==> src/common/game_pkg.sv <==
package game_pkg;

	// Frame buffer geometry
	localparam int SCREEN_W      = 160;
	localparam int SCREEN_H      = 120;
	localparam int SCREEN_PIXELS = SCREEN_W * SCREEN_H; // 19200 words

	typedef logic [14:0] coord_t;  // Row * 160 + column
	typedef logic [7:0]  xpos_t;
	typedef logic [6:0]  ypos_t;
	typedef logic [8:0]  colour_t; // RRR_GGG_BBB
	typedef logic [1:0]  stage_t;

	localparam int NUM_STAGES = 3;

	localparam colour_t COL_GRASS = 9'b000_110_000;
	localparam colour_t COL_ROAD  = 9'b011_011_011;
	localparam colour_t COL_TOWER = 9'b000_000_111;
	localparam colour_t COL_CAR   = 9'b111_000_000;
	// Border per stage, entry 2 first
	localparam colour_t [NUM_STAGES-1:0] COL_STAGE = {9'b111_000_111, 9'b111_100_000, 9'b111_111_000};

	localparam int ROAD_Y0 = 56;
	localparam int ROAD_Y1 = 63;
	localparam int CAR_ROW = ROAD_Y0 + 4; // Lane the cars drive on

	localparam int TOWER_SIZE       = 4;
	localparam int TOWERS_PER_STAGE = 2;
	localparam int MAX_TOWERS       = 6;
	localparam int CURSOR_STEP      = 8; // Cursor grid in pixels

	localparam int CAR_STEP_CYCLES = 4;
	localparam int CAR_GAP         = 20; // Steps between launches
	localparam int MAX_CARS        = 3;

	typedef logic [$clog2(CAR_STEP_CYCLES)-1:0] step_cnt_t;
	typedef logic [$clog2(CAR_GAP)-1:0]         gap_cnt_t;

	// One frame buffer write
	typedef struct packed {
		logic    wren;
		coord_t  coord;
		colour_t colour;
	} pixel_t;

	typedef enum logic {SCENE_INTRO, SCENE_STAGE} scene_t;

	typedef struct packed {
		logic [2:0]             count; // Valid entries in col
		xpos_t [MAX_TOWERS-1:0] col;   // Left column of each tower
	} tower_set_t;

	typedef enum logic [2:0] {
		PH_IDLE, PH_INTRO, PH_STAGE_SCREEN, PH_BUILD, PH_BATTLE, PH_WIN, PH_LOSE
	} phase_t;

	function automatic coord_t pix_addr(ypos_t y, xpos_t x);
		return coord_t'(y) * coord_t'(SCREEN_W) + coord_t'(x);
	endfunction

endpackage
==> src/game_control/game_control.sv <==
`timescale 1ns/1ns

module game_control (
	input  logic             clk,
	input  logic             arst_n,
	input  logic             start,
	input  logic             paint_ack,
	input  logic             build_ack,
	input  logic             battle_ack,
	input  logic             battle_lost,
	output logic             paint_req,
	output logic             build_req,
	output logic             battle_req,
	output game_pkg::scene_t scene,
	output game_pkg::stage_t stage,
	output game_pkg::phase_t phase
);
	import game_pkg::*;

	logic req_q;  // Request of the phase we are in
	logic lost_q; // Sampled with the battle ack
	logic ack;    // Ack that belongs to the current phase

	always_comb begin
		case (phase)
			PH_INTRO, PH_STAGE_SCREEN: ack = paint_ack;
			PH_BUILD:                  ack = build_ack;
			PH_BATTLE:                 ack = battle_ack;
			default:                   ack = 1'b0;
		endcase
	end

	always_ff @(posedge clk or negedge arst_n) begin
		if (!arst_n) begin
			phase  <= PH_IDLE;
			stage  <= '0;
			req_q  <= 1'b0;
			lost_q <= 1'b0;
		end else begin
			case (phase)
				PH_IDLE: if (start) begin
					phase <= PH_INTRO;
					req_q <= 1'b1;
				end
				PH_WIN, PH_LOSE: ; // Held until reset
				default: begin
					if (req_q && ack) begin
						req_q  <= 1'b0;        // Ack seen, release
						lost_q <= battle_lost; // Low outside battles
					end else if (!req_q && !ack) begin
						req_q <= 1'b1; // Block is idle again
						case (phase)
							PH_INTRO:        phase <= PH_STAGE_SCREEN;
							PH_STAGE_SCREEN: phase <= PH_BUILD;
							PH_BUILD:        phase <= PH_BATTLE;
							default: begin
								if (lost_q) begin
									phase <= PH_LOSE;
									req_q <= 1'b0;
								end else if (stage == stage_t'(NUM_STAGES - 1)) begin
									phase <= PH_WIN; // Last stage survived
									req_q <= 1'b0;
								end else begin
									stage <= stage + 2'd1;
									phase <= PH_STAGE_SCREEN;
								end
							end
						endcase
					end
				end
			endcase
		end
	end

	assign paint_req  = req_q && (phase == PH_INTRO || phase == PH_STAGE_SCREEN);
	assign build_req  = req_q && (phase == PH_BUILD);
	assign battle_req = req_q && (phase == PH_BATTLE);
	assign scene      = (phase == PH_INTRO) ? SCENE_INTRO : SCENE_STAGE;

	// At most one block is asked to work
	assert property (@(posedge clk) disable iff (!arst_n)
		$onehot0({paint_req, build_req, battle_req}));

	// A new request only once the data path has dropped every ack
	assert property (@(posedge clk) disable iff (!arst_n)
		$rose(paint_req || build_req || battle_req) |-> !(paint_ack || build_ack || battle_ack));

endmodule

==> config.mk <==
export PLATFORM = sky130hd
export DESIGN_NAME = game_control
export DESIGN_NICKNAME = d
export VERILOG_FILES = /design/src/common/game_pkg.sv /design/src/game_control/game_control.sv
export SDC_FILE = /design/constraint.sdc
export NUM_CORES = 1
export LEC_CHECK = 0
export ABC_AREA = 1
export BUFFER_PORTS_ARGS = -buffer_cell sky130_fd_sc_hd__buf_2
export CELL_PAD_IN_SITES_DETAIL_PLACEMENT = 1
export CELL_PAD_IN_SITES_GLOBAL_PLACEMENT = 1
export CORE_MARGIN = 4
export CORE_UTILIZATION = 34
export DETAILED_ROUTE_END_ITERATION = 10
export GPL_ROUTABILITY_DRIVEN = 0
export GPL_TIMING_DRIVEN = 0
export PLACE_DENSITY_LB_ADDON = 0.1
export SYNTH_ARGS = -nofsm -noshare
export SYNTH_HDL_FRONTEND = slang
export SYNTH_SLANG_ARGS = --single-unit
==> constraint.sdc <==
create_clock -name clk -period 2.41 [get_ports clk]
set_input_delay 0.3615 -clock clk [delete_from_list [all_inputs] [get_ports clk]]
set_output_delay 0.3615 -clock clk [all_outputs]
set_load 0.05 [all_outputs]
==> flow_metrics.py <==
metrics = {
    "clock_network": {
        "numCtsBuffers": 3,
        "cts_tree": "done",
        "cts.repair.resized": 0,
        "clk_latency_ns": 0.25,
        "cts_hold_buf": 1,
        "cts_root_buf": "clkbuf_4",
        "post_cts_buffers": 0,
        "clk_path_buf_depth": 2,
        "cts_max_level": 1,
        "cts_num_sinks": 7,
        "cts.clk_slew.worst_paths_ns": 0.05,
    },
    "floorplanning": {
        "dieArea_mm2": 0.00251,
        "ios": 16,
        "fp-row-count": 14,
        "die_w_um": 50.1,
        "fp.coreArea_mm2": 0.00159,
        "start_util_pct": 37.8,
        "die_h_um": 50.1,
    },
    "detailed_routing": {
        "drt_iter0_drc": 7,
        "ant_nets": 0,
        "via_per_inst": 4.58,
        "vias": 609,
        "firstDrtPassIters": 4,
        "wirelength_um": 1580,
        "drc": 0,
        "wl_per_cell_um": 11.9,
    },
    "worst_setup_path": {
        "required_ns": 2.55,
        "critPathKind": "flop to flop",
        "slowest_stage": "dfrtp_1",
        "worstPathArrival_ns": 2.22,
        "crit_fanout": 8,
        "endpoint_kind": "flop",
        "start_kind": "flop",
        "crit_chain": "inv_4, nand3_1, nand3_1, inv_1, nor2_2, inv_1, ha_1, nor2_1, inv_1, nand2_1, nand3_1, nand2_1, nand2_1",
        "critPathMaxStageDelay_ns": 0.49,
    },
    "synthesis": {
        "avgSynthCellArea_um2": 6.76,
        "synth_most_common_cell": "nand2_1",
        "ys.flop_type": "dfrtp_1",
        "synth_area_leaders": "dfrtp_1, nand2_1, inv_1",
        "synth_edf_count": 0,
        "yosysTopAreaCellShare_pct": 29.1,
        "yosysTopAreaCell": "dfrtp_1",
        "syn-instance-count": 89,
        "synth_nets": 99,
        "synth-seq-cells": 7,
        "synthArstFlopShare_pct": 100,
        "synth.cell_area_um2": 602,
        "seq_area_frac_synth_pct": 29.1,
        "yosysWarnings": 0,
        "yosysUniqueCellTypes": 18,
        "synth_common_cells": "nand2_1, inv_1, nand3_1, nor2_1, dfrtp_1",
    },
    "run_status": {
        "status": "completed",
    },
    "final_layout": {
        "multiInputGateArea_um2": 357,
        "drive_above_1_share_pct": 29.4,
        "fillers": 226,
        "area_growth_pct": 23.5,
        "antennaDiodeCount": 0,
        "seq_area_um2": 175,
        "fin_nets": 120,
    },
    "global_route": {
        "grt_pass1_vias": 636,
        "grt_max_degree": 9,
        "grt_first_pass_wirelength_um": 2790,
        "antenna_found_initial": 0,
        "grt_usage_pct": 14.7,
        "overflow": 0,
    },
    "sta": {
        "tns_ns": 0,
        "finalCritPeriodShare_pct": 86.3,
        "max-slew-margin-rel_pct": 78.0,
        "rsz0062_at_grt": "false",
        "fmax_mhz": 481,
        "fin_skew_ns": 0.00323,
        "min_period_ns": 2.08,
        "final-hold-violation-count": 0,
        "max_slew.worst_pin.slew_ns": 0.329,
        "final-setup-viol-count": 0,
        "maxSlewViolCount": 0,
    },
    "worst_hold_path": {
        "hp-class": "primary input to flop",
    },
    "flow_run": {
        "drv_cap": 0,
    },
    "placed_design": {
        "port_buffers": 15,
        "hpwl_um": 1310,
    },
}
critical path: cells and delay by family, from the launching register on:
family	cells	cell delay, ns
adder cells (fa/ha/maj)	1	0.22
AND/OR/NAND/NOR	8	0.92
buffers and inverters	4	0.33
flip-flops	1	0.49
kinds of logic after synthesis:
logic type	after synthesis	share of synthesized area [%]
buffers and inverters	16	11.6
AO/OA/AOI/OAI	5	4.57
flip-flops	7	29.1
AND/OR/NAND/NOR	58	48.4
adder cells (fa/ha/maj)	3	6.24
path summary, 6_finish.rpt:
path | start | end | slack, ns | cells after the start
setup / recovery | phase[2]$_DFFE_PN0P_ | phase[1]$_DFFE_PN0P_ | 0.33 | 13
hold / removal | battle_lost | lost_q$_DFFE_PN0P_ | 0.36 | 3
setup reg to reg | phase[2]$_DFFE_PN0P_ | phase[1]$_DFFE_PN0P_ | 0.33 | 13
hold reg to reg | stage[0]$_DFFE_PN0P_ | stage[0]$_DFFE_PN0P_ | 0.50 | 2
max in group asynchronous | arst_n | stage[0]$_DFFE_PN0P_ | 1.77 | 2
min in group asynchronous | arst_n | stage[1]$_DFFE_PN0P_ | 0.48 | 2
layer usage:
| layer | wire (µm) | GRT usage (%) | vias up |
|---|---|---|---|
| met5 | 0 | 0 | - |
| met4 | 12 | 4.15 | 0 |
| met3 | 60 | 4.52 | 4 |
| met2 | 780 | 24.1 | 9 |
| met1 | 727 | 18.3 | 280 |
| li1 | - | - | 316 |
registers in the layout, indices dropped and copies added, names as in the netlist:
register / flops
phase: 3
stage: 2
lost_q: 1
req_q: 1
stage by stage:
step	cells	instance area (µm²)	hold WS, ns	setup WS, ns	util [%]
after global routing	133	743	0.361	0.0619	46.6
after detailed placement	128	707	0.205	0.312	44.3
after floorplan	89	602	0.0659	0.298	-
final	133	743	0.355	0.330	46.6
after CTS	133	743	0.349	0.288	46.6
after global placement	128	707	0.204	0.364	44.3
layout by cell type, fill, tap and decap left out, drive strengths merged, types with 2 or more instances in the layout:
cell type | synthesis | layout
dfrtp | 7 | 7
nor2 | 14 | 14
ha | 3 | 3
o21ai | 3 | 3
nand2 | 32 | 32
nand3 | 10 | 10
inv | 15 | 15
buf | 1 | 16
clkbuf | 0 | 4
o22ai | 2 | 2
cell type report:
class / instances / share of cell area (%)
clock buffers: 4 / 3.54
plain buffers: 1 / 1.52
well taps: 24 / 4.04
repair buffers: 16 / 11.4
multi-input cells: 66 / 48.0
flip-flops and latches: 7 / 23.6
inverters: 15 / 7.91
Power is not shown: default switching activity piles up to over one toggle a cycle in this logic, so the estimate is an artifact.
